==> config.mk <==
export PLATFORM = sky130hd
export DESIGN_NAME = cpu_sys
export DESIGN_NICKNAME = d
export VERILOG_FILES = /design/src/hdl/isa_pkg.sv /design/src/hdl/bus_pkg.sv /design/src/hdl/phase_sched.sv /design/src/hdl/reg_file.sv /design/src/hdl/alu.sv /design/src/hdl/wb_bus_ctrl.sv /design/src/hdl/cpu_sys.sv
export VERILOG_INCLUDE_DIRS = /design/src /design/src/hdl
export SDC_FILE = /design/constraint.sdc
export NUM_CORES = 2
export LEC_CHECK = 0
export BUFFER_PORTS_ARGS = -buffer_cell sky130_fd_sc_hd__clkbuf_2
export CAP_MARGIN = 20
export CELL_PAD_IN_SITES_DETAIL_PLACEMENT = 0
export CELL_PAD_IN_SITES_GLOBAL_PLACEMENT = 1
export CORE_MARGIN = 2
export CORE_UTILIZATION = 35
export DETAILED_ROUTE_END_ITERATION = 12
export PLACE_DENSITY_LB_ADDON = 0.1
export SLEW_MARGIN = 20
export SYNTH_ARGS = -nofsm -noshare
export SYNTH_HDL_FRONTEND = slang
export SYNTH_SLANG_ARGS = --single-unit
==> constraint.sdc <==
create_clock -name clk -period 7.54 [get_ports clk]
set_input_delay 1.508 -clock clk [delete_from_list [all_inputs] [get_ports clk]]
set_output_delay 1.508 -clock clk [all_outputs]
set_load 0.1 [all_outputs]
==> src/hdl/cpu_defs.svh <==
`ifndef CPU_DEFS_SVH
`define CPU_DEFS_SVH

// width of data words and bus addresses
`define CPU_XLEN 32

// r15 is the program counter and r14 takes the link
`define CPU_NREGS 16

// op codes at or above this value do nothing
`define CPU_ALU_NOPS 7

// first fetch address
`define CPU_RESET_PC 32'h0000_0000

`endif

==> src/hdl/isa_pkg.sv <==
`default_nettype none
`include "cpu_defs.svh"

package isa_pkg;

   typedef logic [`CPU_XLEN-1:0] word_t;
   typedef logic [$clog2(`CPU_NREGS)-1:0] reg_idx_t;
   typedef logic [3:0] flags_t;   // z c s v from msb down

   localparam int unsigned flag_z = 3;
   localparam int unsigned flag_c = 2;
   localparam int unsigned flag_s = 1;
   localparam int unsigned flag_v = 0;

   typedef enum logic [3:0] {
      cond_al = 4'h0,
      cond_eq = 4'h1,
      cond_ne = 4'h2,
      cond_cs = 4'h3,
      cond_cc = 4'h4,
      cond_mi = 4'h5,
      cond_pl = 4'h6,
      cond_vs = 4'h7,
      cond_vc = 4'h8,
      cond_hi = 4'h9,
      cond_ls = 4'ha,
      cond_ge = 4'hb,
      cond_lt = 4'hc,
      cond_gt = 4'hd,
      cond_le = 4'he,
      cond_uc = 4'hf    // never skipped
   } cond_e;

   // bit 26 selects immediate offset, bit 25 selects load
   typedef enum logic [2:0] {
      alu_rr = 3'd0,
      alu_ri = 3'd1,
      call   = 3'd2,
      halt   = 3'd3,
      st_r   = 3'd4,
      ld_r   = 3'd5,
      st_i   = 3'd6,
      ld_i   = 3'd7
   } iclass_e;

   typedef enum logic [3:0] {
      op_add = 4'd0,
      op_sub = 4'd1,
      op_and = 4'd2,
      op_or  = 4'd3,
      op_xor = 4'd4,
      op_mov = 4'd5,
      op_cmp = 4'd6
   } alu_op_e;

   typedef enum logic [1:0] {
      fetch = 2'd0,
      exec  = 2'd1,
      mem   = 2'd2,
      wback = 2'd3
   } phase_e;

   // fixed instruction layout, immediates are taken from the raw word
   typedef struct packed {
      cond_e      cond;   // 31..28
      iclass_e    cls;    // 27..25
      logic       sf;     // set flags or indexed call
      reg_idx_t   rd;     // 23..20
      reg_idx_t   ra;     // 19..16
      alu_op_e    op;     // 15..12
      reg_idx_t   rb;     // 11..8
      logic [7:0] lo;
   } instr_t;

endpackage

`default_nettype wire

==> src/hdl/bus_pkg.sv <==
`default_nettype none
`include "cpu_defs.svh"

package bus_pkg;

   // wishbone classic master to slave
   typedef struct packed {
      logic                 cyc;
      logic                 stb;
      logic                 we;
      logic [`CPU_XLEN-1:0] adr;
      logic [`CPU_XLEN-1:0] dat;
   } wb_req_t;

   // slave to master
   typedef struct packed {
      logic                 ack;
      logic [`CPU_XLEN-1:0] dat;
   } wb_rsp_t;

endpackage

`default_nettype wire

==> src/hdl/phase_sched.sv <==
`timescale 1ns/1ps
`default_nettype none

module phase_sched
(
   input  wire             clk,
   input  wire             rst_i,
   input  wire             done_i,
   input  wire             mem_wait_i,
   input  wire             halt_i,
   output isa_pkg::phase_e phase_o,
   output logic            start_o
);

   isa_pkg::phase_e phase_q;
   isa_pkg::phase_e phase_d;
   logic            boot_q;   // first fetch after reset

   // the bus request is registered on the edge that enters the phase,
   // so the start pulse comes with the transition
   always_comb
   begin
      phase_d = phase_q;
      start_o = boot_q;
      case (phase_q)
         isa_pkg::fetch:
         begin
            if (done_i)
               phase_d = isa_pkg::exec;
         end
         isa_pkg::exec:
         begin
            phase_d = isa_pkg::mem;
            if (mem_wait_i)
               start_o = 1'b1;   // load or store that passed its condition
         end
         isa_pkg::mem:
         begin
            if (!mem_wait_i || done_i)
               phase_d = isa_pkg::wback;
         end
         default:
         begin
            if (!halt_i)
            begin
               phase_d = isa_pkg::fetch;
               start_o = 1'b1;
            end
         end
      endcase
   end

   always_ff @(posedge clk)
   begin
      if (rst_i)
      begin
         phase_q <= isa_pkg::fetch;
         boot_q  <= 1'b1;
      end
      else
      begin
         phase_q <= phase_d;   // stays in wback once halted
         boot_q  <= 1'b0;
      end
   end

   assign phase_o = phase_q;

endmodule

`default_nettype wire

==> src/hdl/reg_file.sv <==
`timescale 1ns/1ps
`default_nettype none
`include "cpu_defs.svh"

module reg_file
(
   input  wire                    clk,
   input  wire                    rst_i,
   input  wire isa_pkg::reg_idx_t ra_i,
   input  wire isa_pkg::reg_idx_t rb_i,
   input  wire isa_pkg::reg_idx_t rd_i,
   input  wire isa_pkg::reg_idx_t dbg_sel_i,
   input  wire                    inc_pc_i,
   input  wire                    link_i,
   input  wire                    wb_en_i,
   input  wire isa_pkg::reg_idx_t wb_idx_i,
   input  wire isa_pkg::word_t    wb_data_i,
   output isa_pkg::word_t         da_o,
   output isa_pkg::word_t         db_o,
   output isa_pkg::word_t         dd_o,
   output isa_pkg::word_t         dbg_data_o,
   output isa_pkg::word_t         pc_o
);

   localparam isa_pkg::reg_idx_t pc_idx   = isa_pkg::reg_idx_t'(`CPU_NREGS - 1);
   localparam isa_pkg::reg_idx_t link_idx = isa_pkg::reg_idx_t'(`CPU_NREGS - 2);

   isa_pkg::word_t gpr_q [`CPU_NREGS-1];   // r0 to r14
   isa_pkg::word_t pc_q;

   always_ff @(posedge clk)
   begin
      if (rst_i)
         pc_q <= `CPU_RESET_PC;
      else if (wb_en_i && wb_idx_i == pc_idx)
         pc_q <= wb_data_i;        // branch
      else if (inc_pc_i)
         pc_q <= pc_q + 1;         // word addressed
   end

   // a writeback to r14 wins over the link
   always_ff @(posedge clk)
   begin
      if (link_i)
         gpr_q[link_idx] <= pc_q + 1;
      if (wb_en_i && wb_idx_i != pc_idx)
         gpr_q[wb_idx_i] <= wb_data_i;
   end

   assign da_o       = (ra_i == pc_idx) ? pc_q : gpr_q[ra_i];
   assign db_o       = (rb_i == pc_idx) ? pc_q : gpr_q[rb_i];
   assign dd_o       = (rd_i == pc_idx) ? pc_q : gpr_q[rd_i];
   assign dbg_data_o = (dbg_sel_i == pc_idx) ? pc_q : gpr_q[dbg_sel_i];
   assign pc_o       = pc_q;

endmodule

`default_nettype wire

==> src/hdl/alu.sv <==
`timescale 1ns/1ps
`default_nettype none
`include "cpu_defs.svh"

module alu
(
   input  wire isa_pkg::alu_op_e op_i,
   input  wire isa_pkg::word_t   a_i,
   input  wire isa_pkg::word_t   b_i,
   input  wire isa_pkg::flags_t  flags_i,
   output isa_pkg::word_t        res_o,
   output isa_pkg::flags_t       flags_o,
   output logic                  wb_en_o
);

   localparam int msb = `CPU_XLEN - 1;

   logic [`CPU_XLEN:0] sum;    // carry out on top
   logic [`CPU_XLEN:0] diff;   // top bit set on borrow
   logic               c;
   logic               v;

   always_comb
   begin
      sum  = {1'b0, a_i} + {1'b0, b_i};
      diff = {1'b0, a_i} - {1'b0, b_i};
      c    = flags_i[isa_pkg::flag_c];
      v    = flags_i[isa_pkg::flag_v];
      case (op_i)
         isa_pkg::op_add:
         begin
            res_o = sum[msb:0];
            c     = sum[`CPU_XLEN];
            v     = (a_i[msb] == b_i[msb]) && (sum[msb] != a_i[msb]);
         end
         isa_pkg::op_sub,
         isa_pkg::op_cmp:
         begin
            res_o = diff[msb:0];
            c     = !diff[`CPU_XLEN];   // carry means no borrow
            v     = (a_i[msb] != b_i[msb]) && (diff[msb] != a_i[msb]);
         end
         isa_pkg::op_and: res_o = a_i & b_i;
         isa_pkg::op_or:  res_o = a_i | b_i;
         isa_pkg::op_xor: res_o = a_i ^ b_i;
         isa_pkg::op_mov: res_o = b_i;
         default:         res_o = a_i;
      endcase

      flags_o                 = flags_i;
      flags_o[isa_pkg::flag_z] = (res_o == '0);
      flags_o[isa_pkg::flag_c] = c;
      flags_o[isa_pkg::flag_s] = res_o[msb];
      flags_o[isa_pkg::flag_v] = v;
   end

   // cmp only sets flags
   assign wb_en_o = (op_i != isa_pkg::op_cmp) && (int'(op_i) < `CPU_ALU_NOPS);

endmodule

`default_nettype wire

==> src/hdl/wb_bus_ctrl.sv <==
`timescale 1ns/1ps
`default_nettype none

module wb_bus_ctrl
(
   input  wire                   clk,
   input  wire                   rst_i,
   input  wire                   start_i,
   input  wire                   we_i,
   input  wire isa_pkg::word_t   adr_i,
   input  wire isa_pkg::word_t   wdata_i,
   output bus_pkg::wb_req_t      wb_o,
   input  wire bus_pkg::wb_rsp_t wb_i,
   output logic                  done_o,
   output isa_pkg::word_t        rdata_o
);

   logic           cyc_q;
   logic           we_q;
   logic           done_q;
   isa_pkg::word_t adr_q;
   isa_pkg::word_t dat_q;
   isa_pkg::word_t rdata_q;

   always_ff @(posedge clk)
   begin
      if (rst_i)
      begin
         cyc_q  <= 1'b0;
         we_q   <= 1'b0;
         done_q <= 1'b0;
      end
      else
      begin
         done_q <= 1'b0;
         if (cyc_q)
         begin
            if (wb_i.ack)
            begin
               cyc_q  <= 1'b0;   // one transfer per request
               we_q   <= 1'b0;
               done_q <= 1'b1;
            end
         end
         else if (start_i)
         begin
            cyc_q <= 1'b1;
            we_q  <= we_i;
         end
      end
   end

   always_ff @(posedge clk)
   begin
      if (!cyc_q && start_i)
      begin
         adr_q <= adr_i;   // held until ack
         dat_q <= wdata_i;
      end
      if (cyc_q && wb_i.ack && !we_q)
         rdata_q <= wb_i.dat;
   end

   always_comb
   begin
      wb_o.cyc = cyc_q;
      wb_o.stb = cyc_q;
      wb_o.we  = we_q;
      wb_o.adr = adr_q;
      wb_o.dat = dat_q;
   end

   assign done_o  = done_q;
   assign rdata_o = rdata_q;

endmodule

`default_nettype wire

==> src/hdl/cpu_sys.sv <==
`timescale 1ns/1ps
`default_nettype none
`include "cpu_defs.svh"

module cpu_sys
(
   input  wire                    clk,
   input  wire                    rst_i,
   output bus_pkg::wb_req_t       wb_o,
   input  wire bus_pkg::wb_rsp_t  wb_i,
   input  wire isa_pkg::reg_idx_t dbg_sel_i,
   output isa_pkg::word_t         dbg_data_o,
   output logic                   halted_o
);

   localparam isa_pkg::reg_idx_t pc_idx = isa_pkg::reg_idx_t'(`CPU_NREGS - 1);

   isa_pkg::phase_e   phase;
   logic              ph_fetch;
   logic              ph_exec;
   logic              ph_wback;
   logic              start;
   logic              done;
   isa_pkg::word_t    rdata;
   isa_pkg::word_t    bus_adr;

   isa_pkg::instr_t   ir_q;
   isa_pkg::word_t    ir_raw;
   isa_pkg::flags_t   flags_q;
   logic              halted_q;
   logic              fz;
   logic              fc;
   logic              fs;
   logic              fv;
   logic              cond_ok;

   logic              is_alu;
   logic              is_call;
   logic              is_ld;
   logic              is_st;
   logic              mem_imm;
   logic              mem_wait;
   logic              halt_req;

   isa_pkg::word_t    da;
   isa_pkg::word_t    db;
   isa_pkg::word_t    dd;
   isa_pkg::word_t    pc;
   isa_pkg::word_t    imm12;
   isa_pkg::word_t    off16;
   isa_pkg::word_t    off20;
   isa_pkg::word_t    tgt_abs;
   isa_pkg::word_t    call_tgt;
   isa_pkg::word_t    mem_adr;
   isa_pkg::word_t    alu_b;
   isa_pkg::word_t    alu_res;
   isa_pkg::flags_t   alu_flags;
   logic              alu_wb_en;

   isa_pkg::reg_idx_t wb_idx;
   isa_pkg::word_t    wb_data;
   logic              wb_en;
   logic              flag_en;

   assign ph_fetch = (phase == isa_pkg::fetch);
   assign ph_exec  = (phase == isa_pkg::exec);
   assign ph_wback = (phase == isa_pkg::wback);

   always_ff @(posedge clk)
   begin
      if (ph_fetch && done)
         ir_q <= isa_pkg::instr_t'(rdata);
   end

   assign ir_raw = ir_q;

   always_ff @(posedge clk)
   begin
      if (rst_i)
      begin
         flags_q  <= '0;
         halted_q <= 1'b0;
      end
      else
      begin
         if (ph_wback && cond_ok && flag_en)
            flags_q <= alu_flags;
         if (ph_wback && halt_req)
            halted_q <= 1'b1;
      end
   end

   assign fz = flags_q[isa_pkg::flag_z];
   assign fc = flags_q[isa_pkg::flag_c];
   assign fs = flags_q[isa_pkg::flag_s];
   assign fv = flags_q[isa_pkg::flag_v];

   always_comb
   begin
      case (ir_q.cond)
         isa_pkg::cond_al: cond_ok = 1'b1;
         isa_pkg::cond_eq: cond_ok = fz;
         isa_pkg::cond_ne: cond_ok = !fz;
         isa_pkg::cond_cs: cond_ok = fc;
         isa_pkg::cond_cc: cond_ok = !fc;
         isa_pkg::cond_mi: cond_ok = fs;
         isa_pkg::cond_pl: cond_ok = !fs;
         isa_pkg::cond_vs: cond_ok = fv;
         isa_pkg::cond_vc: cond_ok = !fv;
         isa_pkg::cond_hi: cond_ok = fc && !fz;          // unsigned higher
         isa_pkg::cond_ls: cond_ok = !fc || fz;
         isa_pkg::cond_ge: cond_ok = (fs == fv);         // signed compares
         isa_pkg::cond_lt: cond_ok = (fs != fv);
         isa_pkg::cond_gt: cond_ok = !fz && (fs == fv);
         isa_pkg::cond_le: cond_ok = fz || (fs != fv);
         default:          cond_ok = 1'b1;
      endcase
   end

   assign is_alu   = (ir_q.cls == isa_pkg::alu_rr) || (ir_q.cls == isa_pkg::alu_ri);
   assign is_call  = (ir_q.cls == isa_pkg::call);
   assign is_ld    = (ir_q.cls == isa_pkg::ld_r) || (ir_q.cls == isa_pkg::ld_i);
   assign is_st    = (ir_q.cls == isa_pkg::st_r) || (ir_q.cls == isa_pkg::st_i);
   assign mem_imm  = (ir_q.cls == isa_pkg::st_i) || (ir_q.cls == isa_pkg::ld_i);
   assign mem_wait = (is_ld || is_st) && cond_ok;
   assign halt_req = (ir_q.cls == isa_pkg::halt) && cond_ok;

   // sign extended immediates
   assign imm12   = {{(`CPU_XLEN-12){ir_raw[11]}}, ir_raw[11:0]};
   assign off16   = {{(`CPU_XLEN-16){ir_raw[15]}}, ir_raw[15:0]};
   assign off20   = {{(`CPU_XLEN-20){ir_raw[19]}}, ir_raw[19:0]};
   assign tgt_abs = {{(`CPU_XLEN-24){1'b0}}, ir_raw[23:0]};

   assign call_tgt = ir_q.sf ? dd + off20 : tgt_abs;   // indexed from rd
   assign mem_adr  = da + (mem_imm ? off16 : db);
   assign alu_b    = (ir_q.cls == isa_pkg::alu_ri) ? imm12 : db;

   assign flag_en = is_alu && (ir_q.sf || ir_q.op == isa_pkg::op_cmp);
   assign wb_en   = ph_wback && cond_ok && ((is_alu && alu_wb_en) || is_call || is_ld);
   assign wb_idx  = is_call ? pc_idx : ir_q.rd;

   always_comb
   begin
      if (is_call)
         wb_data = call_tgt;
      else if (is_ld)
         wb_data = rdata;   // held by the bus controller since mem
      else
         wb_data = alu_res;
   end

   // the request is taken on the edge that leaves exec or wback,
   // where a branch is written to r15 at the same edge
   always_comb
   begin
      case (phase)
         isa_pkg::exec:  bus_adr = mem_adr;
         isa_pkg::wback: bus_adr = (wb_en && wb_idx == pc_idx) ? wb_data : pc;
         default:        bus_adr = pc;
      endcase
   end

   assign halted_o = halted_q;

   phase_sched phase_sched_inst
   (
      .clk        (clk),
      .rst_i      (rst_i),
      .done_i     (done),
      .mem_wait_i (mem_wait),
      .halt_i     (halt_req),
      .phase_o    (phase),
      .start_o    (start)
   );

   reg_file reg_file_inst
   (
      .clk        (clk),
      .rst_i      (rst_i),
      .ra_i       (ir_q.ra),
      .rb_i       (ir_q.rb),
      .rd_i       (ir_q.rd),
      .dbg_sel_i  (dbg_sel_i),
      .inc_pc_i   (ph_exec),
      .link_i     (ph_exec && is_call && cond_ok),
      .wb_en_i    (wb_en),
      .wb_idx_i   (wb_idx),
      .wb_data_i  (wb_data),
      .da_o       (da),
      .db_o       (db),
      .dd_o       (dd),
      .dbg_data_o (dbg_data_o),
      .pc_o       (pc)
   );

   alu alu_inst
   (
      .op_i    (ir_q.op),
      .a_i     (da),
      .b_i     (alu_b),
      .flags_i (flags_q),
      .res_o   (alu_res),
      .flags_o (alu_flags),
      .wb_en_o (alu_wb_en)
   );

   wb_bus_ctrl wb_bus_ctrl_inst
   (
      .clk     (clk),
      .rst_i   (rst_i),
      .start_i (start),
      .we_i    (ph_exec && is_st),
      .adr_i   (bus_adr),
      .wdata_i (dd),       // store data comes from rd
      .wb_o    (wb_o),
      .wb_i    (wb_i),
      .done_o  (done),
      .rdata_o (rdata)
   );

endmodule

`default_nettype wire

Word level (Yosys, flattened, before mapping)
Memories as Yosys holds them, arrays and structs flattened. A register that Yosys moved wholly into a read port is not among the register bits.
Cells that the tools add are included.

word-level totals
  register bits = 171
  RAM bits = 480
  input port bits = 39
  output and inout port bits = 100
  word-level logic and storage cells = 176
  memories = 1

operators by class
  add/sub/neg operators = 5
  magnitude comparators = 1
  equal/unequal tests = 47
  multiplexer cells = 43
  bitwise operators = 4
  reduce and logical (&&, ||, !) cells = 55

memory list
  memory               depth  width  rd ports  clocked after Yosys merged registers in  wr ports  line            text
  reg_file_inst.gpr_q  15     32     4         3                                        1         reg_file.sv:28  isa_pkg::word_t gpr_q [`CPU_NREGS-1];

operators with widths
  kind                     number
  $mux W32                 13
  $pmux W32 S6             1
  $add A32 B32 Y32         2
  $pmux W32 S2             1
  $eq A4 B4 Y1 const B     12
  $add A32 B32 Y33         1
  $sub A32 B32 Y33         1
  $add A32 B1 Y32 const B  1
  $and A32 B32 Y32         1
  $logic_not A32 Y1        1
  $or A32 B32 Y32          1
  $reduce_or A32 Y1        1
  $xor A32 B32 Y32         1
  $eq A4 B3 Y1 const B     7
  $logic_and A1 B1 Y1      22
  $mux W4                  5
  $eq A4 B2 Y1 const B     4
  $mux W1                  15
  $pmux W1 S14             1
  $eq A3 B3 Y1 const B     4
  $logic_or A1 B1 Y1       11
  $eq A4 B1 Y1 const B     2
  $logic_not A1 Y1         8
  $ne A4 B3 Y1 const B     2
  21 further kinds         37

Depth between registers and ports, before layout
  word-level depth = 11
  mapped depth = 27
  depth with buffers taken out = 22

Hierarchy
Synthesis repeated with hierarchy kept, for this count alone.

second synthesis, totals
  cell total of the unflattened synthesis = 4819
  area total of the unflattened synthesis = 50255.7 um^2

modules (own cells, without submodules)
  module       instances  cells an instance  area an instance (um^2)  seq. area each (um^2)
  reg_file     1          2811               33857.5                  15054.4
  cpu_sys      1          891                6744.0                   1061.0
  alu          1          982                6417.4                   0.0
  wb_bus_ctrl  1          111                3022.9                   2942.8
  phase_sched  1          24                 214.0                    60.1

Worst setup path before layout
No wires, ideal clock.

  path type = input -> output
  start = in dbg_sel_i[0]
  end = out dbg_data_o[13]
  data arrival time = 5949 ps
  data required time = 6032 ps
  setup slack = 83 ps
  stages = 9
  path buffers = 5
  cells stage by stage = clkbuf_1 > clkbuf_1 > clkbuf_1 > clkbuf_1 > buf_1 > mux2i_1 > o22ai_1 > nor3_1 > o31ai_1

between the ends
  cells in the longest elaborated chain, start to end = 2
  elaborated cells between the ends (all ways) = 3
  classes of those cells = eq/ne (1); mux (1); memory (1)

ends and longest elaborated chain
  item                                             line            text
  from (decl)                                      cpu_sys.sv:11   input wire isa_pkg::reg_idx_t dbg_sel_i,
  $mem_v2 Z15 W32 or $eq A4 B4 Y1 (tied branches)  --
  $mux W32 (*)                                     reg_file.sv:53  assign dbg_data_o = (dbg_sel_i == pc_idx) ? pc_q : gpr_q[dbg_sel_i];
  to (decl)                                        cpu_sys.sv:12   output isa_pkg::word_t dbg_data_o,

Every way passes the cells marked *; elsewhere a longest branch is shown, timed or not.

==> out/results.tsv <==
stage	metric	value	unit
global_routing	largest net degree at the start of global routing	106	
final_layout	area grow syn2layout	13.3	%
sta	final setup fails	0	
routing	1st-pass router iterations	7	
setup_path	WP data arrival	7.74	ns
yosys	largest family of logic cells by synthesized area	multiplexers	
clock_network	# Post-CTS Setup Buffers	0	
routing	routed vias/inst	6.23	
routing	Final ANT Viol Nets	0	
final_layout	Storage cell area	19400	um2
sta	slew at the pin closest to its max-slew limit	1.15	ns
final_layout	Multi-input gate area	28600	um2
yosys	Post-synth EDFFs	608	
clock_network	Root Buffer	clkbuf_16	
yosys	post-synthesis sequential area ratio	38.9	%
sta	Final Max Tran Viols	0	
placement	HPWL after DPL	150000	um
routing	DR vias	40048	
pwr	VDD IR-drop max	0.000208	V
setup_path	critical path required time	7.99	ns
floorplan	DIE WIDTH	381	um
yosys	post-synthesis mux area share	26.1	%
routing	# DRC	0	
yosys	area leader, netlist	edfxtp_1	
sta	Hold Slack	0.475	ns
clock_network	post-CTS resize count	0	
placement	RePlAce Congestion	0.917	
yosys	Cell Area, Synth	49800	um2
yosys	adder-cell share of the synthesized area	4.44	%
yosys	Synth Area in Compound Gates	14.7	%
placement	Inst Count DP	6269	
floorplan	Initial Util	35.2	%
global_routing	initial antenna violation count	8	
clock_network	CTS buffer count	83	
min_path	min-delay worst type	reg2reg	
yosys	Synth Net Count	4586	
sta	fin crit period	7.29	ns
yosys	synth cell count leaders	edfxtp_1 (608), nand2_1 (436), mux4_2 (414), a21oi_1 (272), nor2_1 (264)	
clock_network	clk buf depth	3	
sta	f_max	137	MHz
clock_network	clock sinks	663	
floorplan	Die H	381	um
floorplan	Rows	138	
pwr	Pleak	20.6	nW
setup_path	CP endpoint kind	flip-flop	
yosys	Ys Warns	0	
floorplan	num ports	139	
yosys	#FFs+latches synth	663	
final_layout	Non-Filler Instances	6426	
yosys	count of cell types in the netlist	101	
final_layout	Filler cells	13682	
global_routing	GR Util All Layers	28.4	%
sta	final cycle utilization of the critical path	96.7	%
setup_path	CP Launch Type	flip-flop	
yosys	share of the synthesized area in the top cell type	36.7	%
routing	DR iter-0 viols	4919	
sta	clk_skew	0.0448	ns
yosys	post-synthesis instance total	4373	
yosys	simple-gate area share of the yosys netlist	9.43	%
job	maxcap violations	0	
clock_network	Clock transition at path regs	0.07	ns
outcome	outcome	complete, no violations	
global_routing	total congestion overflow	0	
clock_network	hold buffers post-CTS	0	
setup_path	critical path class	reg2reg	
global_routing	vias in the first global route	38534	
yosys	Synth Flop Type	edfxtp_1	
yosys	most numerous cell in the Yosys netlist	edfxtp_1	
final_layout	final core occ	39.9	%
floorplan	Core Area	141000	um2
sta	Slew HR	23.3	%
final_layout	final net count	4677	
clock_network	CTS tree	done	
sta	RSZ-0062 raised after global routing	false	
floorplan	die area	145000	um2
pwr	PD cells	260	nW/um2
yosys	Area contributors post-synth	edfxtp_1 (37%), mux4_2 (19%), mux2i_1 (4.6%)	
global_routing	first-pass GRT wire length	297000	um
routing	Wirelength per Cell	32.8	um
yosys	Synth Area in XOR/XNOR	2.32	%
clock_network	H-Tree Depth	3	
yosys	Avg Inst Size Synth	11.4	um2
sta	Fin Setup TNS	0	ns
setup_path	worst-path fanout max	30	
sta	Final Hold Viols	0	
yosys	asr flop ratio synth	0	%
placement	Port Buffers	138	
clock_network	worst-skew pair later-pin latency	0.72	ns
final_layout	share of cells above drive strength 1	24.7	%
routing	final WL	211000	um
per-layer routing:
layer  routed length (um)  GRT usage, %
met4                 6170          8.61
met1                91700          40.3
met2                95500          44.0
met5                   64             0
met3                17500          5.17
registers in the layout, indices dropped and copies added, names as in the netlist, named ones only:
signal / flops
wb_bus_ctrl_inst.adr_q: 32
phase_sched_inst.boot_q: 1
phase_sched_inst.phase_o: 2
reg_file_inst.pc_o: 32
wb_bus_ctrl_inst.rdata_o: 32
wb_bus_ctrl_inst.we_q: 1
flags_q: 4
wb_bus_ctrl_inst.cyc_q: 1
imm12: 12
wb_bus_ctrl_inst.done_o: 1
halted_o: 1
ir_q: 20
reg_file_inst.gpr_q: 480
wb_bus_ctrl_inst.dat_q: 32
worst max-delay path, cell delays in order (launching register included):
cell	delay, ns
dfxtp_4	0.48
or2_2	0.38
o221ai_1	0.32
a211oi_1	0.13
o41ai_1	0.82
buf_4	0.24
nor2_1	0.04
or2_2	0.29
inv_1	0.11
ha_1	0.23
inv_1	0.08
fa_1	0.44
or2_1	0.26
a221oi_2	0.34
o21ai_1	0.21
a2111o_1	0.45
a2111o_1	0.43
and3_1	0.25
a221o_1	0.36
a21oi_1	0.18
a21oi_1	0.11
mux2_2	0.32
a21oi_1	0.24
a21oi_1	0.10
buf_4	0.21
power breakdown:
| part | total (mW) | switching, mW | internal [mW] |
|---|---|---|---|
| registers | 4.45 | 0.206 | 4.24 |
| clock network | 4.23 | 1.77 | 2.47 |
| logic | 5.97 | 4.07 | 1.90 |
| total | 14.7 | 6.05 | 8.60 |
logic make-up after synthesis:
family | after synthesis
mux | 761
flops | 663
compound gates | 1110
simple gates | 1039
xor+xnor | 130
fa+ha+maj | 174
buf+inv | 496
final timing paths:
| check | start | endpoint | slack [ns] | cells past startpoint |
|---|---|---|---|---|
| max | flip-flop | reg_file_inst.gpr_q[7][18] | 0.25 | 24 |
| max reg2reg | flip-flop | reg_file_inst.gpr_q[7][18] | 0.25 | 24 |
| min | wb_bus_ctrl_inst.rdata_o[6] | imm12[6] | 0.47 | 0 |
| min reg2reg | wb_bus_ctrl_inst.rdata_o[6] | imm12[6] | 0.47 | 0 |
layout make-up:
type                       count  area share (%)
multi-input combinational   3214            50.7
inverter                     146           0.973
clock inverter                55            1.13
tap                         1890            4.20
sequential                   663            34.4
clock buffer                 100            3.95
antenna                        2         0.00888
timing repair buffer         356            4.57
per-stage QoR:
stage                     setup WS (ns)  area (um2)  power [mW]
after floorplan                  0.0833       49800        8.58
after global placement            0.244       53400        10.4
after detailed placement          0.195       53500        10.4
after CTS                         0.121       56300        14.7
after global routing             0.0934       56300        15.2
final                             0.246       56300        14.7
cells in the final DEF (no fill, tap or decap), types with 51 or more instances in the layout:
master	netlist	layout
nand2_1	436	434
mux2_2	116	116
a211oi_1	51	51
nor3_1	60	54
buf_4	23	203
nor2_1	264	254
inv_1	144	142
edfxtp_1	608	608
o21ai_0	258	258
ha_1	170	169
mux2i_1	229	227
a21oi_1	272	266
xnor2_1	92	92
mux4_2	414	414
clkbuf_2	0	134
clkbuf_16	0	85
a21o_1	74	73
No activity file was read; power rests on OpenSTA's default activity.
